## src/hw/capture_defines.svh

```systemverilog
`ifndef CAPTURE_DEFINES_SVH
`define CAPTURE_DEFINES_SVH

// ##########################################################################
// sample and block sizes

`define SAMPLE_WIDTH    24
`define BLOCKSIZE       32

// ##########################################################################
// block buffer, 512 words, filled up to one block short of the top

`define BB_ADDR_WIDTH   9
`define FILL_THRESHOLD  ((1 << `BB_ADDR_WIDTH) - `BLOCKSIZE)

// ##########################################################################
// FIFO depths and transmit hysteresis

`define AQ_ADDR_WIDTH   7
`define TX_ADDR_WIDTH   5
`define TX_HIGH_MARK    15  // draining pauses above this level.
`define TX_LOW_MARK     5   // draining resumes below this level.

`endif
```

## src/hw/capture_pkg.sv

```systemverilog
`include "capture_defines.svh"

package capture_pkg;

   // one antenna sample as delivered by the digitizer.
   typedef logic [`SAMPLE_WIDTH-1:0] sample_t;

   typedef struct packed
   {
      logic    block_start;  // set on the first sample of each block.
      sample_t sample;
   } tx_word_t;

endpackage

```

## src/hw/bb_pkg.sv

```systemverilog
`include "capture_defines.svh"

package bb_pkg;

   typedef logic [`BB_ADDR_WIDTH-1:0] bb_addr_t;

   // a request is held with stable fields until its grant pulse.
   typedef struct packed
   {
      logic                 req;
      logic                 we;
      bb_addr_t             addr;
      capture_pkg::sample_t data;
   } bb_req_t;

endpackage

```

## src/hw/block_fill.sv

```systemverilog
`timescale 1ns/1ps
`include "capture_defines.svh"

module block_fill (
   input  logic                    write_clk,
   input  logic                    rst,
   input  logic                    spi_start_aq,
   input  logic                    sample_valid,
   output logic                    aq_push,
   output logic                    aq_write_en,
   input  logic [`AQ_ADDR_WIDTH:0] aq_count,
   input  capture_pkg::sample_t    aq_head,
   output logic                    aq_pop,
   output bb_pkg::bb_req_t         fill_req,
   input  logic                    fill_gnt,
   output bb_pkg::bb_addr_t        write_ptr
);

   localparam int CNT_WIDTH = $clog2(`BLOCKSIZE);

   typedef enum logic {
      st_waiting,
      st_moving
   } fill_state_t;

   logic [1:0]           start_sync;
   fill_state_t          state;
   logic [CNT_WIDTH-1:0] word_cnt;

   // ##########################################################################
   // start level synchronizer and capture arming

   always_ff @(posedge write_clk or posedge rst)
   begin
      if (rst)
      begin
         start_sync  <= 2'b00;
         aq_write_en <= 1'b0;
      end
      else
      begin
         start_sync <= {start_sync[0], spi_start_aq};
         if (start_sync[1])
            aq_write_en <= 1'b1;  // stays armed until the next reset.
      end
   end

   assign aq_push = sample_valid & aq_write_en;

   // ##########################################################################
   // block moves from the acquisition FIFO into the block buffer

   always_ff @(posedge write_clk or posedge rst)
   begin
      if (rst)
      begin
         state     <= st_waiting;
         write_ptr <= '0;
         word_cnt  <= '0;
      end
      else
      begin
         case (state)
            st_waiting:
               if ((aq_count >= `BLOCKSIZE) && (write_ptr < `FILL_THRESHOLD))
               begin
                  state    <= st_moving;
                  word_cnt <= '0;
               end
            st_moving:
               if (fill_gnt)
               begin
                  write_ptr <= write_ptr + 1'b1;
                  word_cnt  <= word_cnt + 1'b1;
                  if (word_cnt == CNT_WIDTH'(`BLOCKSIZE - 1))
                     state <= st_waiting;  // the whole block is in the buffer.
               end
            default:
               state <= st_waiting;
         endcase
      end
   end

   // the FIFO head is the write data and only moves on a grant.
   assign aq_pop   = fill_gnt;
   assign fill_req = '{req: (state == st_moving), we: 1'b1, addr: write_ptr, data: aq_head};

endmodule

```

## config.mk

```make
export PLATFORM = sky130hd
export DESIGN_NAME = block_fill
export DESIGN_NICKNAME = d
export VERILOG_FILES = /design/src/hw/capture_pkg.sv /design/src/hw/bb_pkg.sv /design/src/hw/block_fill.sv
export VERILOG_INCLUDE_DIRS = /design/src /design/src/hw
export SDC_FILE = /design/constraint.sdc
export NUM_CORES = 1
export LEC_CHECK = 0
export ABC_AREA = 1
export BUFFER_PORTS_ARGS = -buffer_cell sky130_fd_sc_hd__clkbuf_2
export CAP_MARGIN = 20
export CORE_MARGIN = 3
export CORE_UTILIZATION = 35
export DETAILED_ROUTE_END_ITERATION = 12
export PLACE_DENSITY = 0.73
export SLEW_MARGIN = 25
export SYNTH_ARGS = -nofsm -noshare
export SYNTH_HDL_FRONTEND = slang
export SYNTH_SLANG_ARGS = --single-unit
```

## constraint.sdc

```tcl
create_clock -name write_clk -period 1.5 [get_ports write_clk]
set_input_delay 0.3 -clock write_clk [delete_from_list [all_inputs] [get_ports write_clk]]
set_output_delay 0.3 -clock write_clk [all_outputs]
set_load 0.01 [all_outputs]
```

# ---- Yosys cells after proc, flatten, opt, wreduce, memory -nomap -nowiden
# Cells that the tools add are included.
dict set report totals {
  register_bits 18
  inputBits 37
  out_inout_bits 47
}
dict set report classes {
  add_sub_neg 2
  n_lt_le_gt_ge 2
  n_eq_ne 3
  n_mux 7
  bitwise 2
  reduce_logical 3
}
# operator count
set op_table {}
lappend op_table {{$mux 5} 2}
lappend op_table {{$pmux 5 s2} 1}
lappend op_table {{$add 9x1->9 const B} 1}
lappend op_table {{$lt 9x9->1 const B} 1}
lappend op_table {{$ge 8x6->1 const B} 1}
lappend op_table {{$add 5x1->5 const B} 1}
lappend op_table {{$eq 5x5->1 const B} 1}
lappend op_table {{$ne 2x2->1 const B} 2}
lappend op_table {{$reduce_and 2->1} 2}
lappend op_table {{$mux 1} 3}
lappend op_table {{$pmux 1 s2} 1}
lappend op_table {{$and 1x1->1} 1}
lappend op_table {{$logic_and 1x1->1} 1}
lappend op_table {{$not 1->1} 1}

# ---- Longest topological paths before layout
dict set report depth {
  depth_word 4
  ltp_mapped 7
  mapped_depth_nobuf 7
}

# ---- Worst setup path before layout
# OpenSTA, ideal clock, no wires.
dict set report synth_timing {
  path_kind {reg2reg}
  start {reg word_cnt[0]}
  end {reg word_cnt[4]}
  setup_ps 118
  arrival_time_ps 1072
  t_required_ps 1382
  setup_slack_ps 311
  path_stages_with_launch 7
  path_buffers 0
  synth_period_minus_slack_ps 1189
  path_cell_list {dfrtp_1 > ha_1 > nand2_1 > nor2_1 > ha_1 > nand2_1 > nand2_1}
}
dict set report synth_via {
  elab_chain_cells 3
}
# element line_no
set synth_rtl {}
lappend synth_rtl {{from (decl)} block_fill.sv:28} ;# logic [CNT_WIDTH-1:0] word_cnt;
lappend synth_rtl {{from (signal assigned)} block_fill.sv:74} ;# word_cnt <= word_cnt + 1'b1;
lappend synth_rtl {{$add 5x1->5} block_fill.sv:74}
lappend synth_rtl {{$mux 5} block_fill.sv:71} ;# if (fill_gnt)
lappend synth_rtl {{$pmux 5 s2} block_fill.sv:63} ;# case (state)
# Every way passes these cells. The select of a mux whose other input is x is not followed.
# A chain may end at the register's enable or synchronous reset.

# ---- Worst setup path after layout
dict set report layout_timing {
  start {reg write_ptr[4]}
  end {out fill_req[28] (netlist bit)}
}
# element line_no
set layout_lines {}
lappend layout_lines {{from (decl)} block_fill.sv:16} ;# output bb_pkg::bb_addr_t write_ptr
lappend layout_lines {{from (signal assigned)} block_fill.sv:73} ;# write_ptr <= write_ptr + 1'b1;
lappend layout_lines {{to (decl)} block_fill.sv:14} ;# output bb_pkg::bb_req_t fill_req,
# No word-level cell between the ends.

==> results.txt <==
----------------------------------------------------
[Outcome]
  Status ... finished, final reports clean

[Worst setup path]
  Critical path peak fanout ... 7
  Worst stage delay on the critical path ... 490 ps
  Bufs and invs on worst path ... 1
  Critical path endpoint category ... output pin
  FF-to-FF setup slack ... 240 ps
  Reg-to-reg critical path endpoint ... word_cnt[4]
  Cell family with most CP delay ... flip-flops
  Start-to-end type of the worst setup path ... reg2out
  Worst EP required ... 1200 ps
  RR Startpoint ... word_cnt[0]
  R2R depth ... 6
  Cells along the critical path ... clkbuf_2
  Crit start category ... flip-flop
  CP max-delay cell ... dfrtp_1
  Data arrival, critical path ... 960 ps

[Yosys]
  Synthesized instance count ... 137
  Post-Synthesis Net Count ... 177
  Most numerous cell in the Yosys netlist ... buf_4
  Cell type contributing the most total cell area after synthesis ... dfrtp_1
  Number of warnings printed during yosys synthesis ... 0
  Synth Cell Area ... 1150 um2
  Area contributors post-synth ... dfrtp_1 39%, buf_4 23%, nand2_1 11%
  Post-synth top flop ... dfrtp_1
  Share of the yosys chip area belonging to registers ... 0.391
  Async set-reset flop share out of synthesis ... 1.00
  Post-synth EDFFs ... 0
  Register bit count reported by yosys ... 18
  Top cell type's share of synthesized area ... 0.391
  Post-Syn Area per Cell ... 8.41 um2
  Netlist cell types ... 20
  Most instantiated cells after synthesis ... 36 x buf_4, 35 x nand2_1, 18 x dfrtp_1

[Timing]
  Final number of setup-violating endpoints ... 0
  Max-slew violations ... 0
  Maximum operating frequency ... 795 MHz
  Hold violation count in the final report ... 0
  Final period demand of the worst path ... 1260 ps
  Final period utilization ... 0.838
  Setup repair after global routing missed its margin ... no
  Final worst clock skew ... 6.19 ps
  Accumulated negative setup slack ... 0 ps

[Routing]
  Total DRC errors in the routed layout ... 0
  Final ANT Viol Nets ... 0
  Via density per instance ... 4.23
  Routed wire per std cell ... 10.3 um
  Number of DRC markers in iteration 0 ... 20
  Detailed-routing iteration count for the pre-antenna-repair pass ... 4
  Total length of routed wires ... 1.84 mm
  Via Count ... 758

[GRT]
  Wire length of the first global-routing pass ... 3.08 mm
  Initial antenna violation count ... 0
  Total global routing track utilization ... 0.0956
  Remaining Overflow, GRT ... 0
  Largest net degree at the start of global routing ... 19
  Via count of the first global-routing pass ... 669

[Clock network]
  Post-CTS setup buffer count ... 0
  Clk sink count ... 18
  Number of buffers created by CTS ... 3
  CTS tree ... built
  Library cell used as clock root buffer ... clkbuf_4
  # resized after CTS ... 0
  Clock transition at the register clock pins on the worst setup and hold paths after CTS ... 100 ps
  Buffer depth of the longest clock path ... 2
  Total number of H-tree levels ... 1
  Clock Latency Late Sink ... 290 ps

[Pwr]
  Total internal power ... 1.01 mW
  Pwr per Cell Area ... 1460 nW/um2
  Clock share of power ... 0.179
  Fraction of power spent switching nets ... 0.385
  Combinational cell fraction of total power ... 0.333
  Net switching power figure ... 632 uW
  Maximum vdd drop ... 0.344 mV
  Reg power frac ... 0.488
  Lkg Pwr ... 0.611 nW

[Run]
  Max Cap Violations ... 0

[Die]
  Width of the die ... 63.4 um
  Vertical die dimension ... 63.4 um
  Starting Density ... 0.371
  Core ar. ... 3100 um2
  Die Outline Area ... 4020 um2
  Placement row count ... 20
  Io pins ... 84

[Worst hold path]
  Hold path startpoint ... spi_start_aq
  Number of cells traversed by the worst hold path ... 1
  Worst min-delay path endpoint ... start_sync[0]
  Hold WC Path Type ... in2reg

[Final layout]
  Layout cells sized above 1 ... 0.311
  Signed area change from the synthesized netlist to the final layout ... -2.39%
  Number of diodes ... 0
  Total number of nets in the final design ... 176
  Count of non-filler cells in the finished layout ... 179

[Placed design]
  DP Wirelength ... 1.41 mm
  Final RePlAce weighted congestion ... 0.668
  Inst Count DP ... 174
  Port buffer count ... 29

----------------------------------------------------
[cells in the final DEF, fill, tap and decap left out]
cell type | synthesis | final
nand3b_1 | 1 | 1
inv_2 | 2 | 2
nor2_1 | 3 | 3
dlygate4sd3_1 | 0 | 1
clkbuf_2 | 0 | 29
o21ai_1 | 2 | 2
inv_1 | 11 | 11
a21oi_2 | 2 | 2
buf_4 | 36 | 1
conb_1 | 1 | 1
dfrtp_1 | 18 | 18
nand3_2 | 2 | 2
xnor2_1 | 2 | 2
xor2_1 | 2 | 2
clkbuf_8 | 0 | 1
nand3_1 | 10 | 10
nand4_1 | 2 | 2
clkbuf_4 | 0 | 3
nor2_4 | 2 | 2
or2_0 | 1 | 1
ha_1 | 3 | 3
nand2_1 | 35 | 35
or2_1 | 1 | 1
[power groups by stage]
stage,Combinational [mW],Clock (mW),Sequential [mW]
after floorplan,0.496,0,0.813
after global placement,0.542,0,0.811
after detailed placement,0.554,0,0.813
after CTS,0.557,0.305,0.806
after global routing,0.615,0.324,0.834
final,0.547,0.293,0.802
[layer usage]
metal	GRT usage	wire, um	up-vias
met5	0	0	-
met2	0.160	866	30
met4	0.0539	27	0
met1	0.107	780	343
met3	0.0285	169	6
li1	-	-	379
[how the worst max path moves through the flow]
stage / startpoint / to / slack (ps) / cells after the start
6_report: write_ptr[4] / fill_req[28] / 240 / 1
2_1_floorplan: word_cnt[0] / word_cnt[4] / 310 / 6
5_1_grt: state / word_cnt[0] / 160 / 3
3_3_place_gp: word_cnt[0] / word_cnt[4] / 260 / 6
4_1_cts: write_ptr[3] / fill_req[27] / 220 / 1
3_5_place_dp: word_cnt[0] / word_cnt[4] / 250 / 6
[registers in the layout (all words and copies together), names as in the netlist]
| register | cells |
|---|---|
| aq_write_en | 1 |
| word_cnt | 5 |
| state | 1 |
| write_ptr | 9 |
| start_sync | 2 |
[cell type report]
type | count | area, um2
Fill cell | 333 | 1980
Multi-Input combinational cell | 69 | 372
Timing Repair Buffer | 31 | 163
Clock buffer | 4 | 36.3
Inverter | 13 | 48.8
Sequential cell | 18 | 450
Tap cell | 44 | 55.1
[through the flow]
stage                     worst slack, ps  hold WS (ps)  utilization  power [mW]  cell area (um2)
final                                 242           115        0.363        1.64             1120
after global placement                260           308        0.348        1.35             1080
after floorplan                       311           239            -        1.31             1150
after CTS                             221           104        0.363        1.67             1120
after global routing                  155           101        0.363        1.77             1120
after detailed placement              245           309        0.348        1.37             1080
[kinds of logic after synthesis]
| kind of cell | synth area share |
|---|---|
| and+or+nand+nor | 0.232 |
| buffers and inverters | 0.287 |
| DFF | 0.391 |
| AOI/OAI and AO/OA | 0.0239 |
| xor gates and xnor gates | 0.0304 |
| adders and majority gates | 0.0326 |
| other | 0.00325 |
[what timing repair did]
action | CTS | global route
hold buffers | 1 | 0
endpoints found under the setup margin | 0 | 0
endpoints found under the hold margin | 18 | 0
No activity file was read; power rests on OpenSTA's default activity.
