==> config.mk <==
export PLATFORM = sky130hd
export DESIGN_NAME = sample_fifo
export DESIGN_NICKNAME = d
export VERILOG_FILES = /design/src/hw/sample_fifo.sv
export VERILOG_INCLUDE_DIRS = /design/src /design/src/hw
export SDC_FILE = /design/constraint.sdc
export NUM_CORES = 1
export LEC_CHECK = 0
export BUFFER_PORTS_ARGS = -buffer_cell sky130_fd_sc_hd__buf_2
export CORE_ASPECT_RATIO = 1.4
export CORE_MARGIN = 3
export CORE_UTILIZATION = 53
export CTS_CLUSTER_DIAMETER = 100
export DETAILED_ROUTE_END_ITERATION = 16
export HOLD_SLACK_MARGIN = 0.03
export PLACE_DENSITY = 0.74
export SLEW_MARGIN = 20
export SYNTH_ARGS = -nofsm -noshare
export SYNTH_HDL_FRONTEND = slang
export SYNTH_SLANG_ARGS = --single-unit
==> constraint.sdc <==
create_clock -name write_clk -period 2.3 [get_ports write_clk]
set_clock_uncertainty 0.1 [all_clocks]
set_input_delay 0.345 -clock write_clk [delete_from_list [all_inputs] [get_ports write_clk]]
set_output_delay 0.345 -clock write_clk [all_outputs]
set_load 0.05 [all_outputs]
==> src/hw/capture_defines.svh <==
`ifndef CAPTURE_DEFINES_SVH
`define CAPTURE_DEFINES_SVH

// ##########################################################################
// sample and block sizes

`define SAMPLE_WIDTH    24
`define BLOCKSIZE       32

// ##########################################################################
// block buffer, 512 words, filled up to one block short of the top

`define BB_ADDR_WIDTH   9
`define FILL_THRESHOLD  ((1 << `BB_ADDR_WIDTH) - `BLOCKSIZE)

// ##########################################################################
// FIFO depths and transmit hysteresis

`define AQ_ADDR_WIDTH   7
`define TX_ADDR_WIDTH   5
`define TX_HIGH_MARK    15  // draining pauses above this level.
`define TX_LOW_MARK     5   // draining resumes below this level.

`endif
==> src/hw/sample_fifo.sv <==
`timescale 1ns/1ps
`include "capture_defines.svh"

module sample_fifo #(
   parameter type T          = logic,
   parameter int  ADDR_WIDTH = 4
) (
   input  logic                write_clk,
   input  logic                rst,
   input  logic                push,
   input  T                    in_data,
   input  logic                pop,
   output T                    out_data,
   output logic [ADDR_WIDTH:0] count
);

   localparam int DEPTH = 1 << ADDR_WIDTH;

   T                      mem [DEPTH];
   logic [ADDR_WIDTH-1:0] wr_ptr;
   logic [ADDR_WIDTH-1:0] rd_ptr;
   logic                  do_push;
   logic                  do_pop;

   assign do_push = push && (count < (ADDR_WIDTH+1)'(DEPTH));  // push while full is dropped.
   assign do_pop  = pop && (count != '0);

   assign out_data = mem[rd_ptr];  // head is visible as soon as count is non-zero.

   always_ff @(posedge write_clk or posedge rst)
   begin
      if (rst)
      begin
         wr_ptr <= '0;
         rd_ptr <= '0;
         count  <= '0;
      end
      else
      begin
         if (do_push)
            wr_ptr <= wr_ptr + 1'b1;
         if (do_pop)
            rd_ptr <= rd_ptr + 1'b1;
         case ({do_push, do_pop})
            2'b10:   count <= count + 1'b1;
            2'b01:   count <= count - 1'b1;
            default: count <= count;
         endcase
      end
   end

   always_ff @(posedge write_clk)
   begin
      if (do_push)
         mem[wr_ptr] <= in_data;
   end

endmodule

; Word-level counts from Yosys, hierarchy flattened
; Memory sizes are Yosys's and may differ from the RTL's.
; Index checks and enable logic that the tools add are counted.
[word_totals]
regBits = 13
latch_bits = 0
ram_bits = 16
romBits = 0
wordCells = 18
memories = 1
[mem_list]
columns = memory, depth, width, rd, rd_clocked_by_memory_dff, write_ports, line_no
row1 = mem, 16, 1, 1, 0, 1, sample_fifo.sv:19  ; T mem [DEPTH];
[classes]
addsub = 4
multipliers = 0
div = 0
order_cmp = 1
eq_ne = 2
n_shift = 0
n_mux = 3
bitwise_logic = 0
n_reduce_logical = 4
[ops]
columns = operator, n
row1 = $pmux W5 S2, 1
row2 = $add A4 B1 Y4 const B, 2
row3 = $add A5 B1 Y5 const B, 1
row4 = $lt A5 B5 Y1 const B, 1
row5 = $reduce_bool A5 Y1, 1
row6 = $sub A5 B1 Y5 const B, 1
row7 = $eq A2 B1 Y1 const B, 1
row8 = $eq A2 B2 Y1 const B, 1
row9 = $logic_and A1 B1 Y1, 2
row10 = $mux W1, 2
row11 = $reduce_bool A2 Y1, 1

; Longest topological paths before layout
; Gate-level depths: netlist of the first run.
[depth]
depth_word = 4
mapped_depth = 11
ltp_nobuf = 10

; Worst setup path before layout of the first run
; No wires, ideal clock.
[synth_timing]
path_kind = flip-flop to flip-flop
startpoint = register count[0]
endpoint = register count[4]
setup_time_ps = 142
t_arrival_ps = 2523
setup_slack_ps = -465
path_stages_with_launch = 11
n_path_buf = 0
cell_sequence = dfrtp_1 > inv_1 > a21boi_2 > ha_1 > inv_1 > fa_1 > nor2b_1 > o21ai_2 > nand3_1 > or3b_1 > xnor2_1
[synth_between]
elab_chain_len = 4
elab_cells_between_ends = 10
cone_classes = add/sub: 2 / order compare: 1 / eq/ne: 2 / mux: 1 / reduce/logical: 4
[synth_rtl]
columns = element, line_no
row1 = start: declaration, sample_fifo.sv:14  ; output logic [ADDR_WIDTH:0] count
row2 = start signal: assignment, sample_fifo.sv:45  ; 2'b10: count <= count + 1'b1;
row3 = start signal: assignment, sample_fifo.sv:46  ; 2'b01: count <= count - 1'b1;
row4 = start signal: assignment, sample_fifo.sv:47  ; default: count <= count;
row5 = $reduce_bool A5 Y1 *, sample_fifo.sv:26  ; assign do_pop = pop && (count != '0);
row6 = $logic_and A1 B1 Y1 *, sample_fifo.sv:26
row7 = named net do_pop, sample_fifo.sv:23  ; logic do_pop;
row8 = $eq A2 B1 Y1 or $eq A2 B2 Y1 (tied branches), sample_fifo.sv:44  ; case ({do_push, do_pop})
row9 = $pmux W5 S2 or $reduce_bool A2 Y1 (tied branches), --
; The timed path passes the listed nets; every way through them passes the cells marked *.
; A chain may end at the register's enable or synchronous reset.

; Worst setup path after layout of the first run
[layout_timing]
startpoint = register count[4]
endpoint = register count[4]
; The elaborated chain is that of the path after synthesis.

==> results.md, run 1 <==
* First-pass GRT wire length at roughly 4200 um
* Synth area leader: edfxtp_1
* Register area share after synthesis at 53.89%
* Avg WL per Cell at 13.46 um
* Relative slew slack at about 66%
* Post-synthesis register bit count at 29
* Global-route usage over all layers at between 10% and 20%
* Pin count of the biggest net entering global routing at 17
* Worst-path clk slew at roughly 0.09 ns
* Starting DRT DRC Count at 11
* Max IR drop VDD at ~1200 uV
* Starting density of the core at 56.00%
* Inserted Diodes at 0
* Failing checks: negative setup slack
* GRT Residual Overflow at 0
* Pwr Density at between 1000 and 1500 nW/um2
* # rows at 22
* Setup ws final at -0.05699 ns
* Worst path max stage delay at 0.44 ns
* Final max-slew violation count at 0
* Cell family with most CP delay: simple AND/OR/NAND/NOR gates
* Critical-path top delay cell: dfrtp_2
* Ys async rst share at between 40 and 50%
* Die Ht at 68.85 um
* Ys flop type: edfxtp_1
* Final ANT Viol Nets at 0
* Routed vias/inst at 5.174
* Synth Warn # at 0
* DR top layer: met4
* Share of post-route cells with drive strength above 1 at between 30% and 40%
* Die area at around 3500 um2
* Syn Inst Count at approximately 120
* Worst Path Buf+Inv at 0
* Final Util at between 60% and 70%
* Port Buffers at 10
* Synth cell types at 36
* Main area contributors after synthesis: edfxtp_1 (32%), dfrtp_1 (22%), ha_1 (7.5%)
* Synth Area in Compound Gates at 4.937%
* CP dominant cell by count: ha_4
* WS Path Type: flop to flop
* Simple-gate portion of the synthesized area at 15.06%
* Vias in the first global route at approximately 910
* Worst Setup End Kind: flop
* Routed met2 length at approximately 1400 um
* Critical-path cell list: nor4_4 > a21boi_4 > ha_4 > ha_4 > nor2b_4 > o21ai_2 > nand3_1 > or3b_4 > xnor2_2
* CP max FO at 4
* Antenna violations before repair at 0
* Vias at 952
* Sequential cell area at slightly above 800 um2
* Multi-input gate area at between 700 and 800 um2
* EDFF count, synth at 16
* Max-cap violations at 0
* Synth cell count leaders: and2_1 (16), edfxtp_1 (16), dfrtp_1 (13)
* Multiplexer share of the synthesized area at 7.699%
* CTS tree: yes
* Sink Count at 29
* Syn Nets at about 130
* Final setup fails at 1
* Pre-CTS setup slack at -0.09040 ns
* P&R area growth vs syn at 22.85%
* Crit path launch type: flop
* Worst-margin pin slew at roughly 0.51 ns
* Width of the chip at between 50 and 60 um
* Fin crit share at 102.5%
* CTS buffer count at 5
* GPL Wtd Cong at 0.8076
* Area share of fa/ha/maj cells after synthesis at under 10%
* Xor and xnor area share after synthesis at under 10%
* Hold Slack at about 0.28 ns
* Filler cells at around 190
* Final hold vios at 0
* Final nets at roughly 160
* Avg Cell Area, Syn at around 13 um2
* Minimum clock period at ~2.4 ns
* Clock latency on the worst-skew pair at ~0.33 ns
* Unrepaired setup endpoints after global routing: yes
* Run status: complete, but fails checks
* Total power at about 2500 uW
* HPWL Detailed at approximately 1900 um
* Hold Path Class: primary input to flop
* CP required at approximately 2.4 ns
* Routed length on met1 at 980 um
* Root Driver: clkbuf_4
* Routed wire length at 2477 um
* WL met3 at roughly 70 um
* Largest family of logic cells by synthesized area: simple AND/OR/NAND/NOR gates
* Final routed DRC violation total at 0
* Fmax at 424.3 MHz
* CTS HTree Levels at 2
* Post-Syn Area at ~1500 um2
* Crit path DAT at ~2.5 ns
* Pleak at slightly below 0.0008 uW
* Drt pass-1 iters at 4
* Top-area cell type share of the netlist area at around a third
* Core ar. at 2670 um2
* Max Root-Sink Buffers at 2
* Num ports at 11
report_power, final:
group	leakage [uW]	switching [uW]	internal, uW
clock network	0.0000320	177	116
registers	0.000292	177	701
logic	0.000445	714	658
total	0.000769	1070	1480
what timing repair did:
item                       in CTS  in global routing
pin swaps                       1                  5
hold buffers                    1                  0
resized for setup               8                  4
setup buffers                   2                  3
setup endpoints to repair       2                  3
hold endpoints to repair       13                  0
path summary, 6_finish.rpt:
kind	cells after the start	from	endpoint	slack, ns
min	1	in_data	mem[6]	0.28
max reg2reg	9	count[4]	count[4]	-0.06
max	9	count[4]	count[4]	-0.06
min reg2reg	1	rd_ptr[3]	rd_ptr[3]	0.43
max in group asynchronous	3	rst	count[4]	1.26
min in group asynchronous	3	rst	rd_ptr[1]	0.47
placed cells by master, fill, tap and decap left out, types with 2 or more instances in the layout:
cell type  count
nand4_1        2
nand2_1        7
xor2_1         3
buf_2          9
mux2i_1        4
o21ai_0        4
a21oi_2        2
inv_1          6
dfrtp_2        6
dfrtp_1        7
and3_1         2
and2_1        16
clkbuf_4       5
buf_4         15
xnor2_1        6
ha_1           7
edfxtp_1      16
nand3_1        2
clkinv_2       2
ha_4           2
flip-flops by register name (all words and copies together), names as in the netlist:
name / count
rd_ptr: 4
count: 5
mem: 16
wr_ptr: 4
routing by layer:
metal,up-vias,global-route usage [%]
li1,472,-
met1,465,18.37
met2,10,28.76
met3,5,5.161
met4,0,9.091
met5,-,0
cells by family (layout without fill, tap and decap cells):
kind of cell	after synthesis	count (layout)
and+or+nand+nor	38	38
DFF	29	29
buffers and inverters	12	42
AOI/OAI and AO/OA	11	11
adders and majority gates	10	10
xor gates and xnor gates	10	10
muxes	8	8
layout make-up:
| class | instances | share of cell area (%) |
|---|---|---|
| tap | 36 | 2.452 |
| timing repair buffer | 26 | 9.741 |
| sequential | 29 | 44.28 |
| clock buffer | 6 | 2.248 |
| clock inverter | 2 | 0.5450 |
| inverter | 8 | 1.771 |
| multi-input combinational | 77 | 38.96 |
worst register-to-register path, cell delays in order (launching register included):
cell	delay (ns)
dfrtp_2	0.44
nor4_4	0.33
a21boi_4	0.11
ha_4	0.20
ha_4	0.27
nor2b_4	0.13
o21ai_2	0.07
nand3_1	0.08
or3b_4	0.39
xnor2_2	0.14
metrics by stage:
| step | cell area [um2] | instances | TNS, ns |
|---|---|---|---|
| after CTS | 1797 | 181 | -0.06356 |
| final | 1837 | 184 | -0.05699 |
| after global routing | 1837 | 184 | -0.2331 |
| after floorplan | 1551 | 118 | -0.1450 |
| after global placement | 1697 | 170 | 0 |
| after detailed placement | 1697 | 170 | -0.09040 |
Note: power is estimated with default switching activity, not from simulation.
==> run 2, diff against run 1 <==
CORE_UTILIZATION = 38   (was 53)
PLACE_DENSITY = unset   (was 0.74)
==> run 2 against run 1 <==
Final area is 1.8% lower. Critical endpoint unchanged. Worst hold slack improved by 0.063 ns. Global-route usage fell by 4.9 points. Largest cell class unchanged. Critical path type unchanged. Worst setup slack improved by 0.018 ns. Die area rose by 35%. The run still ends with negative setup slack left. Flip-flop and latch count stayed put.
==> results.md, run 2 (synthesis gave the netlist of run 1 again) <==
* Run status: complete, but fails checks
* Failing checks: negative setup slack
* Starting DRT DRC Count at 14 (+3)
* Die area at 4734 um2 (+35%)
* Relative slew slack at 66.78% (+0.54 points)
* Worst Setup End Kind: flop
* Root Driver: clkbuf_8
* Final setup fails at 1 (unchanged)
* Worst Hold Endpoint: mem[10]
* Antenna violations before repair at 0 (unchanged)
* Worst-margin pin slew at 0.4978 ns (-0.008077 ns)
* Max IR drop VDD at 774.2 uV (-37%)
* GPL Wtd Cong at 0.7898 (-2.2%)
* Fmax at 427.6 MHz (+0.79%)
* R2R setup slack at -0.04 ns (+0.02 ns)
* Finished Cell Area at 1803 um2 (-1.8%)
* Final nets at 157 (-3.1%)
* CTS tree: yes
* FF-to-FF path depth at 9 (unchanged)
* Drt pass-1 iters at 4 (unchanged)
* Final ANT Viol Nets at 0 (unchanged)
* Port Buffers at 10 (unchanged)
* Cell family with most CP delay: simple AND/OR/NAND/NOR gates
* Max reg flops at 16 (unchanged)
* Unrepaired setup endpoints after global routing: yes
* Most flop-heavy register: mem
* HPWL Detailed at 1881 um (-0.19%)
* Pwr Density at 1362 nW/um2 (-1.6%)
* Critical R2R Launch: count[1]
* Commonest non-fill, non-tap cells in the layout: and2_1 (16), edfxtp_1 (16), buf_4 (10), buf_2 (9)
* First-pass GRT wire length at 4119 um (-0.82%)
* Starting density of the core at 40.32% (-16 points)
* Die Ht at 80.22 um (+17%)
* Final routed DRC violation total at 0 (unchanged)
* Worst Hold Depth at 1 (unchanged)
* Hold Path Class: primary input to flop
* CTS HTree Levels at 2 (unchanged)
* Largest regs: mem x16, count x5
* Routed wire length at 2387 um (-3.6%)
* Worst r2r dst: count[4]
* Hold Path Origin: in_data
* Share of post-route cells with drive strength above 1 at 32.17% (-5.7 points)
* Sink Count at 29 (unchanged)
* Width of the chip at 59.02 um (+16%)
* Pleak at 0.0007440 uW (-3.3%)
* Final hold vios at 0 (unchanged)
* Max-cap violations at 0 (unchanged)
* Core ar. at 3709 um2 (+39%)
* Vias at 918 (-3.6%)
* Final max-slew violation count at 0 (unchanged)
* Final Util at 48.62% (-20 points)
* Avg WL per Cell at 12.90 um (-4.2%)
* Crit path launch type: flop
* Inserted Diodes at 0 (unchanged)
* Pin count of the biggest net entering global routing at 17 (unchanged)
* WS Path Type: flop to flop
* CTS buffer count at 5 (unchanged)
* Fin crit share at 101.7% (-0.80 points)
* Crit path DAT at 2.39 ns (-0.09 ns)
* Num ports at 11 (unchanged)
* CP dominant cell by count: ha_4
* CP required at 2.36 ns (-0.06 ns)
* Placed inst area at 1674 um2 (-1.3%)
* Worst-path clk slew at 0.06 ns (-0.03 ns)
* # rows at 26 (+18%)
* Worst Path Buf+Inv at 0 (unchanged)
* Vias in the first global route at 941 (+3.5%)
* Setup ws final at -0.03855 ns (+0.01844 ns)
* GRT Residual Overflow at 0 (unchanged)
* Global-route usage over all layers at 11.82% (-4.9 points)
* Critical-path top delay cell: dfrtp_2
* Worst path max stage delay at 0.44 ns (about the same)
* Routed vias/inst at 4.962 (-4.1%)
* Max Root-Sink Buffers at 2 (unchanged)
* P&R area growth vs syn at 20.59%
* CP max FO at 4 (unchanged)
* Critical-path cell list: nor4_4 > a21boi_4 > ha_4 > ha_4 > nor2b_2 > o21ai_2 > a21oi_1 > or3b_1 > xnor2_1
* Minimum clock period at 2.339 ns (-0.01844 ns)
* Pre-CTS setup slack at -0.03710 ns (+0.05330 ns)
* Clock latency on the worst-skew pair at 0.27 ns (-0.06 ns)
## run 2: cell types whose count changed in the layout (fill, tap and decap cells not counted), sizes merged
cell    change
clkbuf      +1
buf         -6
## run 2: metrics by stage
step                power [uW]  cells  setup TNS, ns  hold slack (ns)
floorplan                 1759    118        -0.1450           0.1216
global placement          1995    172              0           0.2914
detailed placement        2035    172       -0.03710           0.2923
CTS                       2431    181       -0.04552           0.3369
global route              2636    185        -0.1591           0.3471
finish                    2455    185       -0.03855           0.3428
## run 2: how the worst max path moves through the flow
| stage | end | from | cells after the start |
|---|---|---|---|
| floorplan | count[4] | count[0] | 10 |
| global placement | count[4] | count[4] | 9 |
| detailed placement | count[4] | count[4] | 9 |
| CTS | count[4] | count[4] | 9 |
| global route | count[4] | count[1] | 9 |
| finish | count[4] | count[1] | 9 |
## run 2: worst reg2reg max path, stage by stage (launching register included)
cell and delay (ns):
dfrtp_2 0.44, nor4_4 0.33, a21boi_4 0.10, ha_4 0.19, ha_4 0.22, nor2b_2 0.15, o21ai_2 0.12, a21oi_1 0.07
or3b_1 0.36, xnor2_1 0.13
## run 2: layout make-up
| type | instances | area (um2) |
|---|---|---|
| fillers | 356 | 1906 |
| flip-flops and latches | 29 | 813.3 |
| multi-input cells | 77 | 686.9 |
| repair buffers | 21 | 137.6 |
| clock buffers | 6 | 72.57 |
| well taps | 42 | 52.55 |
| inverters | 8 | 30.03 |
| clock inverters | 2 | 10.01 |
## run 2: timing repair
action | in CTS | in global routing
setup endpoints to repair | 2 | 3
gates resized for setup | 1 | 5
pin swaps | 0 | 5
hold endpoints to repair | 13 | 0
setup buffers | 0 | 4
hold buffers | 1 | 0
## run 2: routing by layer
layer	wire length, um	share of wire (%)	track usage, %	up-vias
met5	0	0	0	-
met4	55	2.3	6.803	0
met3	77	3.2	3.376	6
met2	1296	54	20.35	11
met1	958	40	12.49	443
li1	-	-	-	458
## run 2: where the power goes
group / leakage (uW) / switching [uW] / internal [uW]
Clock: 0.0000450 / 174 / 209
Combinational: 0.000407 / 640 / 538
Sequential: 0.000292 / 191 / 703
Total: 0.000744 / 1010 / 1450
