`src/hw/capture_defines.svh`:
```
`ifndef CAPTURE_DEFINES_SVH
`define CAPTURE_DEFINES_SVH

// ##########################################################################
// sample and block sizes

`define SAMPLE_WIDTH    24
`define BLOCKSIZE       32

// ##########################################################################
// block buffer, 512 words, filled up to one block short of the top

`define BB_ADDR_WIDTH   9
`define FILL_THRESHOLD  ((1 << `BB_ADDR_WIDTH) - `BLOCKSIZE)

// ##########################################################################
// FIFO depths and transmit hysteresis

`define AQ_ADDR_WIDTH   7
`define TX_ADDR_WIDTH   5
`define TX_HIGH_MARK    15  // draining pauses above this level.
`define TX_LOW_MARK     5   // draining resumes below this level.

`endif
```
`src/hw/capture_pkg.sv`:
```
`include "capture_defines.svh"

package capture_pkg;

   // one antenna sample as delivered by the digitizer.
   typedef logic [`SAMPLE_WIDTH-1:0] sample_t;

   typedef struct packed
   {
      logic    block_start;  // set on the first sample of each block.
      sample_t sample;
   } tx_word_t;

endpackage

```
`src/hw/bb_pkg.sv`:
```
`include "capture_defines.svh"

package bb_pkg;

   typedef logic [`BB_ADDR_WIDTH-1:0] bb_addr_t;

   // a request is held with stable fields until its grant pulse.
   typedef struct packed
   {
      logic                 req;
      logic                 we;
      bb_addr_t             addr;
      capture_pkg::sample_t data;
   } bb_req_t;

endpackage

```
`src/hw/block_drain.sv`:
```
`timescale 1ns/1ps
`include "capture_defines.svh"

module block_drain (
   input  logic                    write_clk,
   input  logic                    rst,
   input  bb_pkg::bb_addr_t        write_ptr,
   output bb_pkg::bb_req_t         drain_req,
   input  logic                    drain_gnt,
   input  logic                    rd_valid,
   input  capture_pkg::sample_t    rd_data,
   output logic                    tx_push,
   output capture_pkg::tx_word_t   tx_word,
   input  logic [`TX_ADDR_WIDTH:0] tx_count,
   output bb_pkg::bb_addr_t        read_ptr,
   output logic                    bb_filled,
   output logic                    tx_ready_for_first_read,
   output logic                    finished
);

   localparam int OFS_WIDTH = $clog2(`BLOCKSIZE);

   typedef enum logic [1:0] {
      st_writing,
      st_idle,
      st_finished
   } drain_state_t;

   drain_state_t state;
   logic         req_q;
   logic         in_flight;
   logic         start_q;
   logic         can_issue;
   logic         last_valid;

   assign bb_filled  = (write_ptr >= `BLOCKSIZE);
   assign can_issue  = (state == st_writing) && bb_filled && !in_flight &&
                       (read_ptr < write_ptr) && (read_ptr < `FILL_THRESHOLD);
   assign last_valid = rd_valid && (read_ptr == `FILL_THRESHOLD);

   // ##########################################################################
   // read requests, one in flight at most

   always_ff @(posedge write_clk or posedge rst)
   begin
      if (rst)
      begin
         req_q     <= 1'b0;
         in_flight <= 1'b0;
         read_ptr  <= '0;
      end
      else
      begin
         if (req_q)
         begin
            if (drain_gnt)
            begin
               req_q     <= 1'b0;
               in_flight <= 1'b1;
               read_ptr  <= read_ptr + 1'b1;
            end
         end
         else if (can_issue)
            req_q <= 1'b1;  // once raised the request is held even if draining pauses.
         if (rd_valid)
            in_flight <= 1'b0;
      end
   end

   always_ff @(posedge write_clk)
   begin
      if (drain_gnt)
         start_q <= (read_ptr[OFS_WIDTH-1:0] == '0);
   end

   // ##########################################################################
   // transmit level hysteresis

   always_ff @(posedge write_clk or posedge rst)
   begin
      if (rst)
      begin
         state                   <= st_writing;
         tx_ready_for_first_read <= 1'b0;
      end
      else
      begin
         case (state)
            st_writing:
               if (last_valid)
                  state <= st_finished;
               else if (tx_count > `TX_HIGH_MARK)
               begin
                  state                   <= st_idle;
                  tx_ready_for_first_read <= 1'b1;
               end
            st_idle:
               if (last_valid)
                  state <= st_finished;
               else if (tx_count < `TX_LOW_MARK)
                  state <= st_writing;
            default:
               state <= st_finished;
         endcase
      end
   end

   assign finished  = (state == st_finished);
   assign tx_push   = rd_valid;
   assign tx_word   = '{block_start: start_q, sample: rd_data};
   assign drain_req = '{req: req_q, we: 1'b0, addr: read_ptr, data: '0};

endmodule

```
`config.mk`:
```
export PLATFORM = sky130hd
export DESIGN_NAME = block_drain
export DESIGN_NICKNAME = d
export VERILOG_FILES = /design/src/hw/capture_pkg.sv /design/src/hw/bb_pkg.sv /design/src/hw/block_drain.sv
export VERILOG_INCLUDE_DIRS = /design/src /design/src/hw
export SDC_FILE = /design/constraint.sdc
export NUM_CORES = 1
export LEC_CHECK = 0
export BUFFER_PORTS_ARGS = -buffer_cell sky130_fd_sc_hd__buf_4
export CORE_AREA = 2 2 73 57
export CTS_CLUSTER_DIAMETER = 80
export CTS_CLUSTER_SIZE = 10
export DETAILED_ROUTE_END_ITERATION = 8
export DIE_AREA = 0 0 75 59
export PLACE_DENSITY = 0.86
export SLEW_MARGIN = 20
export SYNTH_ARGS = -nofsm -noshare
export SYNTH_HDL_FRONTEND = slang
export SYNTH_SLANG_ARGS = --single-unit
export TNS_END_PERCENT = 10
```
`constraint.sdc`:
```
create_clock -name write_clk -period 1.9 [get_ports write_clk]
set_input_delay 0.095 -clock write_clk [delete_from_list [all_inputs] [get_ports write_clk]]
set_output_delay 0.095 -clock write_clk [all_outputs]
set_load 0.02 [all_outputs]
```
; Yosys cells after proc, flatten, opt, wreduce, memory -nomap -nowiden
; Cells that the tools add are included.
[word_totals]
output_inout_bits = 73
register_bits = 15
word_cells = 43
inputBits = 43
[classes]
magnitude_cmp = 5
bitwise = 1
addsub = 1
n_reduce_logical = 14
eq_ne = 5
mux = 11
[op_table]
columns = op, n
row1 = $add A9 B1 Y9 const B, 1
row2 = $eq A9 B9 Y1 const B, 1
row3 = $ge A9 B6 Y1 const B, 1
row4 = $lt A9 B9 Y1, 1
row5 = $lt A9 B9 Y1 const B, 1
row6 = $mux W2, 4
row7 = $gt A6 B4 Y1 const B, 1
row8 = $lt A6 B3 Y1 const B, 1
row9 = $mux W1, 6
row10 = $reduce_and A2 Y1, 3
row11 = $logic_and A1 B1 Y1, 5
row12 = $logic_not A5 Y1, 1
row13 = $pmux W2 S2, 1
row14 = $reduce_bool A2 Y1, 2
row15 = $ne A3 B2 Y1 const B, 1
row16 = $ne A3 B3 Y1 const B, 1
row17 = $reduce_and A3 Y1, 1
row18 = $eq A2 B1 Y1 const B, 1
row19 = $eq A2 B2 Y1 const B, 1
row20 = $logic_not A2 Y1, 1
row21 = $logic_not A1 Y1, 1
row22 = $not A1 Y1, 1

; Logic depth before layout (Yosys ltp)
; Gate-level depths: netlist (run 1).
[depth]
ltp_word = 7
ltp_mapped = 6

; Worst setup path before layout (run 1)
; No wires, ideal clock.
[synth_timing]
kind = register to register
start = reg read_ptr[0]
end = reg tx_ready_for_first_read
n_path_buf = 0
stages_incl_launch_ff = 6
t_required_ns = 1.808
setup_ns = 0.092
slack_ns = 0.357
arrival_time_ns = 1.452
path_cell_list = dfrtp_1 > inv_1 > ha_1 > nor4b_2 > a31o_2 > o31ai_2
[synth_between]
elab_chain_len = 4
[synth_lines]
columns = element, line
row1 = "start, declared", block_drain.sv:15  ; output bb_pkg::bb_addr_t read_ptr,
row2 = "start signal, assigned", block_drain.sv:60  ; read_ptr <= read_ptr + 1'b1;
row3 = $eq A9 B9 Y1 (no source line), -
row4 = $logic_and A1 B1 Y1, block_drain.sv:39  ; assign last_valid = rd_valid && (read_ptr == `FILL_THRESHOLD);
row5 = $not A1 Y1 (no source line), -
row6 = $reduce_and A3 Y1 (no source line), -
row7 = "end signal, assigned", block_drain.sv:84  ; tx_ready_for_first_read <= 1'b0;
row8 = "end signal, assigned", block_drain.sv:95  ; tx_ready_for_first_read <= 1'b1;
row9 = "end, declared", block_drain.sv:17  ; output logic tx_ready_for_first_read,
; No other way between the ends.
; A chain may end at the register's enable or synchronous reset.

; Worst setup path in the final report (run 1)
; Same ends and word-level chain as after synthesis.

==> results.json, run 1 <==
{
  "status": "finished, final reports clean",
  "cts.reportedPaths.clkPinSlew_ps": 60,
  "netlist_top_cells_count": "buf_4 (61), dfrtp_1 (14), inv_1 (13)",
  "place_area_mm2": 0.00137,
  "grt_usage": 0.107,
  "ys_seq_area_frac": 0.280,
  "r2r_start": "read_ptr[0]",
  "ff2ff_path_depth": 5,
  "worst_pin_slew_ps": 541,
  "yosysMostFrequentCell": "buf_4",
  "grt_pass1_vias": 776,
  "synth_cells": 149,
  "synth_flop_cell": "dfrtp_1",
  "totalPowerFinal_mw": 1.34,
  "drt_iter0_drc": 34,
  "yosys.area_share.simple": 0.119,
  "regArea_um2": 380,
  "fmax_mhz": 646,
  "synth_largest_area_cell": "buf_4",
  "drv_slew": 0,
  "cts_buffer_depth": 2,
  "cts_buffers": 3,
  "dieArea_mm2": 0.00443,
  "crit_path_end_kind": "register",
  "yosysWarnings": 0,
  "port_buffers": 42,
  "synth.ff_latch_count": 15,
  "rsz0062_at_grt": "no",
  "clockRootBuffer": "clkbuf_8",
  "crit_required_ps": 2060,
  "final-setup-viol-count": 0,
  "grt_max_degree": 15,
  "dp_hpwl_mm": 2.02,
  "cts_sinks": 15,
  "reg2reg_to": "tx_ready_for_first_read",
  "drt_wl_total_mm": 2.49,
  "viasPerCell": 4.12,
  "synth-compound-area-share": 0.0737,
  "die_width_um": 75,
  "max_cap_violations": 0,
  "ir_drop_uv": 353,
  "cellPowerDensity_mw_per_mm2": 945,
  "antenna_found_initial": 0,
  "num_rows": 19,
  "min-delay-start": "rd_valid",
  "grt_pass1_wl_mm": 3.57,
  "synth_top_family_by_area": "buffers and inverters",
  "fin_util": 0.391,
  "layout_min_cycle_time_ps": 1550,
  "cp.arrival_ps": 1700,
  "core-area_mm2": 0.00364,
  "final_area_mm2": 0.00142,
  "hold_violations": 0,
  "finalClockSkew_ps": 4.61,
  "synth_area_leaders": "buf_4 (34%), dfrtp_1 (26%), ha_1 (9.2%)",
  "post_cts_buffers": 0,
  "syn_avg_cell_area_um2": 9.12,
  "fillers": 377,
  "start_kind": "register",
  "hold_end": "in_flight",
  "gp_congestion": 0.756,
  "worst-path-max-fanout": 6,
  "slew_headroom": 0.639,
  "ys_types": 30,
  "critPathKind": "reg -> reg",
  "htreeDepth": 1,
  "wire_per_inst_um": 11.8,
  "num_antenna_cells": 0,
  "whs_path_depth": 2,
  "drive_gt1_frac": 0.321,
  "syn-cell-area_mm2": 0.00136,
  "synthAdderAreaFrac": 0.0921,
  "final_nets": 213,
  "die_h_um": 59,
  "antenna_left": 0,
  "num_vias": 870,
  "drtPass1Iterations": 4,
  "dp_slack_ps": 381,
  "multi_input_area_um2": 551,
  "finalSetupTns_ps": 0,
  "fin_crit_sh": 0.814,
  "synth_mux_area_frac": 0,
  "grt_overflow": 0,
  "io_pins": 116,
  "clk_latency_ps": 250,
  "synth-async-reset-ratio": 0.933,
  "synth_edf_count": 1,
  "area_growth_pct": 4.70,
  "timing.final.ws_setup_ps": 353,
  "cts_tree": "yes",
  "synth_top_area_share": 0.337,
  "drcViolationCount": 0,
  "leakage_nw": 0.765,
  "hold_class": "in -> reg",
  "start_util": 0.374,
  "r2r_setup_slack_ps": 350,
  "synth_xor_xnor_area_share": 0.0516
}
==> how the worst max path moves through the flow <==
| stage | from | endpoint | slack (ps) |
|---|---|---|---|
| 4_1_cts | read_ptr[0] | tx_ready_for_first_read | 350 |
| 6_report | read_ptr[0] | tx_ready_for_first_read | 350 |
| 5_1_grt | read_ptr[1] | tx_ready_for_first_read | 300 |
| 3_3_place_gp | read_ptr[0] | tx_ready_for_first_read | 460 |
| 2_1_floorplan | read_ptr[0] | tx_ready_for_first_read | 360 |
| 3_5_place_dp | read_ptr[0] | tx_ready_for_first_read | 380 |
==> cells by family (layout without fill, tap and decap cells) <==
family | Yosys count | in the layout
other | 1 | 25
adders and majority gates | 10 | 10
and+or+nand+nor | 26 | 26
AOI/OAI and AO/OA | 14 | 14
xor gates and xnor gates | 8 | 8
DFF | 15 | 15
buffers and inverters | 75 | 61
==> critical path, stage by stage (launching register included) <==
cell and delay (ps):
dfrtp_1 460, inv_1 110, ha_1 210, nor4b_2 170, a31o_2 290, o31ai_2 210
==> area by class of cell <==
class | count | area share
multi-input combinational | 83 | 0.387
tap | 52 | 0.0457
clock buffer | 4 | 0.0317
sequential | 15 | 0.267
inverter | 13 | 0.0343
timing repair buffer | 44 | 0.234
==> metal layers <==
layer / part of all wire / GRT usage / wire length (um) / up-vias
met5: 0 / 0 / 0 / -
met4: 0.023 / 0.0638 / 58 / 0
met3: 0.073 / 0.0170 / 182 / 5
met2: 0.51 / 0.184 / 1270 / 34
met1: 0.39 / 0.126 / 979 / 409
li1: - / - / - / 422
==> metrics by stage <==
stage / hold slack, ps / std cells
final: 25.7 / 211
after global routing: 27.7 / 211
after CTS: 24.2 / 211
after detailed placement: 181 / 206
after global placement: 172 / 206
after floorplan: -15.8 / 173
==> sequential cells by signal (all words and copies together), names as in the netlist <==
name,count
read_ptr,9
state,2
in_flight,1
req_q,1
start_q,1
tx_ready_for_first_read,1
==> what timing repair did <==
item	4_1_cts	5_1_grt
endpoints found under the hold margin	14	0
setup endpoints to repair	0	0
hold buffers	1	0
resized for setup	0	0
==> power by group <==
group          leakage, nW  total (mW)  internal (mW)  switching (mW)
sequential           0.183       0.475          0.379          0.0951
clock               0.0228       0.258          0.148           0.109
combinational        0.559       0.612          0.260           0.352
==> placed cells by master, fill, tap and decap left out, types with 3 or more instances in the layout <==
cell	count
nand4_1	3
clkbuf_8	3
xnor2_1	6
o21ai_0	3
nand2_1	5
ha_1	10
nand3_1	3
inv_1	13
dfrtp_1	14
buf_4	43
conb_1	25
nor2_1	6
Note: power is estimated with default switching activity, not from simulation.
==> inputs of run 2 (changes only) <==
Clock period 1.9 ns to 1.5 ns, I/O delays scaled along.
==> run 2 against run 1 <==
Core utilization grew 1.6 points. Combinational power is 41% higher. Worst hold slack improved by 27 ps. Global-route usage up 0.85 points. Final area rose by 4.0%. Via count rose by 6.1%. Critical endpoint unchanged. Largest cell class unchanged.
==> results.json, run 2 (synthesis gave the netlist of run 1 again) <==
{
  "fmax_mhz": 707,
  "largestRegisters": "read_ptr (9), state (2)",
  "min-delay-start": "drain_gnt",
  "cp.arrival_ps": 1580,
  "crit_buf_inv": 1,
  "drtPass1Iterations": 4,
  "gp_congestion": 0.779,
  "crit_chain": "inv_1 -> ha_1 -> nor4b_2 -> a31o_2 -> o31ai_2",
  "grt_pass1_wl_mm": 3.87,
  "r2r_start": "read_ptr[0]",
  "port_buffers": 42,
  "grt_max_degree": 15,
  "cp_slowest_cell": "dfrtp_2",
  "hold_end": "start_q",
  "drt_wl_total_mm": 2.63,
  "leakage_nw": 0.795,
  "ir_drop_uv": 413,
  "grt_overflow": 0,
  "cts_buffer_depth": 2,
  "worst_pin_slew_ps": 568,
  "die_h_um": 59,
  "reg2reg_to": "tx_ready_for_first_read",
  "slowest_delay_ps": 400,
  "htreeDepth": 1,
  "start_kind": "register",
  "antenna_left": 0,
  "crit_required_ps": 1660,
  "viasPerCell": 4.25,
  "grt_usage": 0.116,
  "cts_tree": "yes",
  "dp_slack_ps": 32.8,
  "io_pins": 116,
  "fin_crit_sh": 0.943,
  "cellPowerDensity_mw_per_mm2": 1210,
  "final-setup-viol-count": 0,
  "num_antenna_cells": 0,
  "timing.final.ws_setup_ps": 86.1,
  "dp_hpwl_mm": 2.10,
  "crit_path_end_kind": "register",
  "clockRootBuffer": "clkbuf_8",
  "num_vias": 923,
  "drcViolationCount": 0,
  "cts_sinks": 15,
  "worst-path-max-fanout": 5,
  "final_cell_mix": "buf_4 (48), conb_1 (25), inv_1 (13)",
  "fillers": 369,
  "die_width_um": 75,
  "dieArea_mm2": 0.00443,
  "whs_path_depth": 1,
  "cts_buffers": 3,
  "wire_per_inst_um": 12.1,
  "layout_min_cycle_time_ps": 1410,
  "num_rows": 19,
  "layout_commonest_cell": "buf_4",
  "hold_class": "in -> reg",
  "slew_headroom": 0.621,
  "largest_reg_flops": 9,
  "core-area_mm2": 0.00364,
  "hold_violations": 0,
  "drv_slew": 0,
  "antenna_found_initial": 0,
  "r2r_setup_slack_ps": 90,
  "regMostFlops": "read_ptr",
  "cts.reportedPaths.clkPinSlew_ps": 60,
  "finalSetupTns_ps": 0,
  "max_cap_violations": 0,
  "drive_gt1_frac": 0.370,
  "area_growth_pct": 8.93,
  "clk_latency_ps": 250,
  "rsz0062_at_grt": "no",
  "whs_ps": 52.7,
  "finalClockSkew_ps": 0.880,
  "critPathKind": "reg -> reg",
  "status": "finished, final reports clean",
  "start_util": 0.374,
  "grt_pass1_vias": 826,
  "drt_iter0_drc": 75,
  "final_nets": 219,
  "cp_top_family": "compound AO/OA/AOI/OAI gates",
  "ff2ff_path_depth": 5
}
## run 2: how the worst max path moves through the flow
stage,from,end,slack (ps),depth (start not counted)
2_1_floorplan,read_ptr[1],tx_ready_for_first_read,-0.4,5
3_3_place_gp,read_ptr[2],req_q,90,5
3_5_place_dp,read_ptr[1],tx_ready_for_first_read,30,5
4_1_cts,read_ptr[1],tx_ready_for_first_read,30,5
5_1_grt,read_ptr[1],tx_ready_for_first_read,6,5
6_report,read_ptr[0],tx_ready_for_first_read,90,5
## run 2: repair_timing
item | in CTS | in global routing
hold buffers | 2 | 0
resized for setup | 0 | 3
buffers inserted | 0 | 2
endpoints found under the setup margin | 0 | 3
endpoints found under the hold margin | 15 | 0
## run 2: through the flow
stage / utilization / total power [mW] / area (um2) / instances
2_1_floorplan: - / 1.28 / 1450 / 173
3_3_place_gp: 0.383 / 1.39 / 1390 / 209
3_5_place_dp: 0.383 / 1.42 / 1390 / 209
4_1_cts: 0.401 / 1.76 / 1460 / 215
5_1_grt: 0.407 / 1.89 / 1480 / 217
6_report: 0.407 / 1.79 / 1480 / 217
## run 2: layout make-up
cell class | instances | area [um2] | area share
Inverter | 13 | 48.8 | 0.0330
Tap cell | 52 | 65.1 | 0.0440
Clock inverter | 1 | 5.00 | 0.00338
Sequential cell | 15 | 384 | 0.260
Clock buffer | 3 | 41.3 | 0.0279
Timing Repair Buffer | 50 | 380 | 0.257
Multi-Input combinational cell | 83 | 556 | 0.375
## run 2: power by group
group          internal, mW  leakage [nW]  switching, mW
combinational         0.386         0.589          0.478
sequential            0.489         0.180          0.106
clock                 0.184        0.0255          0.147
total                  1.06         0.795          0.730
## run 2: per-layer routing
layer,global-route usage,routed length [um],vias up
met1,0.131,1020,441
met5,0,0,-
met3,0.0170,182,7
met2,0.217,1370,44
met4,0.0459,64,0
li1,-,-,431
==> inputs of run 3 (changes only) <==
==> constraint.sdc (replaced) <==
create_clock -name write_clk -period 1.5 [get_ports write_clk]
set_input_delay 0.225 -clock write_clk [delete_from_list [all_inputs] [get_ports write_clk]]
set_output_delay 0.225 -clock write_clk [all_outputs]
set_load 0.02 [all_outputs]
==> run 3 against run 2 <==
Largest cell class unchanged. Largest power group unchanged. Critical path type unchanged. Cell count shrank 1.4%. Global-route usage shrank 0.92 points. Clock power shrank 2%. Sequential share of layout area grew 0.58 points. Highest routed layer unchanged.
==> results.json, run 3 (synthesis gave the netlist of run 1 again) <==
{
  "htreeDepth": 1,
  "gp_congestion": 0.789,
  "drtPass1Iterations": 4,
  "finalSetupTns_ps": 0,
  "drt_iter0_drc": 54,
  "layout_commonest_cell": "buf_4",
  "largest_reg_flops": 9,
  "drt_wl_total_mm": 2.40,
  "drcViolationCount": 0,
  "cts.reportedPaths.clkPinSlew_ps": 60,
  "leakage_nw": 0.781,
  "crit_buf_inv": 1,
  "cellPowerDensity_mw_per_mm2": 1210,
  "wl_met3_um": 175,
  "core-area_mm2": 0.00364,
  "ir_drop_uv": 497,
  "hold_buffers": 0,
  "crit_path_end_kind": "register",
  "start_util": 0.374,
  "final_cell_mix": "buf_4 (47), conb_1 (25), inv_1 (13)",
  "dieArea_mm2": 0.00443,
  "highest_layer": "met4",
  "cts_buffers": 3,
  "num_rows": 19,
  "ff2ff_path_depth": 5,
  "port_buffers": 42,
  "whs_ps": 22.8,
  "wl_met1_um": 967,
  "fmax_mhz": 704,
  "wl_met2_mm": 1.21,
  "regMostFlops": "read_ptr",
  "cp_slowest_cell": "dfrtp_2",
  "cp.arrival_ps": 1580,
  "max_cap_violations": 0,
  "grt_pass1_vias": 840,
  "dp_hpwl_mm": 2.02,
  "r2r_setup_slack_ps": 80,
  "start_kind": "register",
  "rsz0062_at_grt": "no",
  "finalClockSkew_ps": 3.48,
  "status": "finished, final reports clean",
  "largestRegisters": "read_ptr (9), state (2)",
  "timing.final.ws_setup_ps": 78.9,
  "hold_violations": 0,
  "hold_class": "in -> async",
  "fillers": 368,
  "fin_crit_sh": 0.947,
  "worst-path-max-fanout": 5,
  "cts_buffer_depth": 2,
  "cts_tree": "yes",
  "antenna_left": 0,
  "num_antenna_cells": 0,
  "die_width_um": 75,
  "io_pins": 116,
  "area_growth_pct": 6.54,
  "antenna_found_initial": 0,
  "final_nets": 216,
  "num_vias": 876,
  "dp_slack_ps": 31.2,
  "drv_slew": 0,
  "die_h_um": 59,
  "grt_overflow": 0,
  "slew_headroom": 0.636,
  "grt_pass1_wl_mm": 3.62,
  "grt_max_degree": 15,
  "final_area_mm2": 0.00145,
  "wire_per_inst_um": 11.2,
  "slowest_delay_ps": 420,
  "grt_usage": 0.107,
  "viasPerCell": 4.09,
  "cts_sinks": 15,
  "critPathKind": "reg -> reg",
  "place_area_mm2": 0.00140,
  "final-setup-viol-count": 0,
  "clockRootBuffer": "clkbuf_8",
  "reg2reg_to": "tx_ready_for_first_read",
  "crit_required_ps": 1660,
  "worst_pin_slew_ps": 545,
  "r2r_start": "read_ptr[1]",
  "crit_chain": "inv_1 -> ha_1 -> nor4b_2 -> a31o_2 -> o31ai_2",
  "clk_latency_ps": 250,
  "fin_util": 0.398,
  "drive_gt1_frac": 0.364,
  "layout_min_cycle_time_ps": 1420,
  "cp_top_family": "compound AO/OA/AOI/OAI gates"
}
==> run 3: changes by cell type in the layout (fill, tap and decap cells not counted) <==
cell / change
buf_4: -1
dlygate4sd3_1: -2
a211oi_1: +1
a211oi_2: -1
==> run 3: timing repair <==
item | CTS | global route
gates resized for setup | 0 | 2
hold endpoints to repair | 0 | 0
endpoints found under the setup margin | 0 | 2
buffers inserted | 0 | 0
==> run 3: layout make-up <==
cell class	count	area (um2)	area share
Clock buffer	3	41.3	0.0285
Clock inverter	1	5.00	0.00346
Inverter	13	48.8	0.0337
Multi-Input combinational cell	83	551	0.380
Sequential cell	15	384	0.265
Tap cell	52	65.1	0.0449
Timing Repair Buffer	47	353	0.244
==> run 3: report_power, final <==
| part | switching, mW | leakage [nW] | total [mW] | internal, mW |
|---|---|---|---|---|
| registers | 0.0925 | 0.180 | 0.581 | 0.488 |
| logic | 0.477 | 0.575 | 0.844 | 0.366 |
| clock network | 0.142 | 0.0255 | 0.326 | 0.184 |
==> run 3: metal layers <==
metal  track usage  vias to the layer above
met1         0.130                      414
met4        0.0536                        0
li1              -                      425
met5             0                        -
met2         0.180                       33
met3        0.0187                        4
==> run 3: worst register-to-register path: cells and delay by family, from the launching register on <==
| family | cells | cell delay, ps |
|---|---|---|
| AO/OA/AOI/OAI | 2 | 500 |
| adder cells (fa/ha/maj) | 1 | 170 |
| buffers and inverters | 1 | 70 |
| flip-flops | 1 | 420 |
| AND/OR/NAND/NOR | 1 | 160 |
==> run 3: worst max path at each step <==
stage                     slack [ps]  cells after the start                       to         from
final                             80                      5  tx_ready_for_first_read  read_ptr[1]
after global placement            90                      5                    req_q  read_ptr[2]
after global routing              10                      5  tx_ready_for_first_read  read_ptr[1]
after floorplan                 -0.4                      5  tx_ready_for_first_read  read_ptr[1]
after CTS                         20                      5  tx_ready_for_first_read  read_ptr[1]
after detailed placement          30                      5  tx_ready_for_first_read  read_ptr[1]
==> run 3: metrics by stage <==
stage | instances | power [mW]
3_3_place_gp | 210 | 1.40
3_5_place_dp | 210 | 1.43
6_report | 214 | 1.75
5_1_grt | 214 | 1.85
4_1_cts | 214 | 1.76
2_1_floorplan | 173 | 1.28
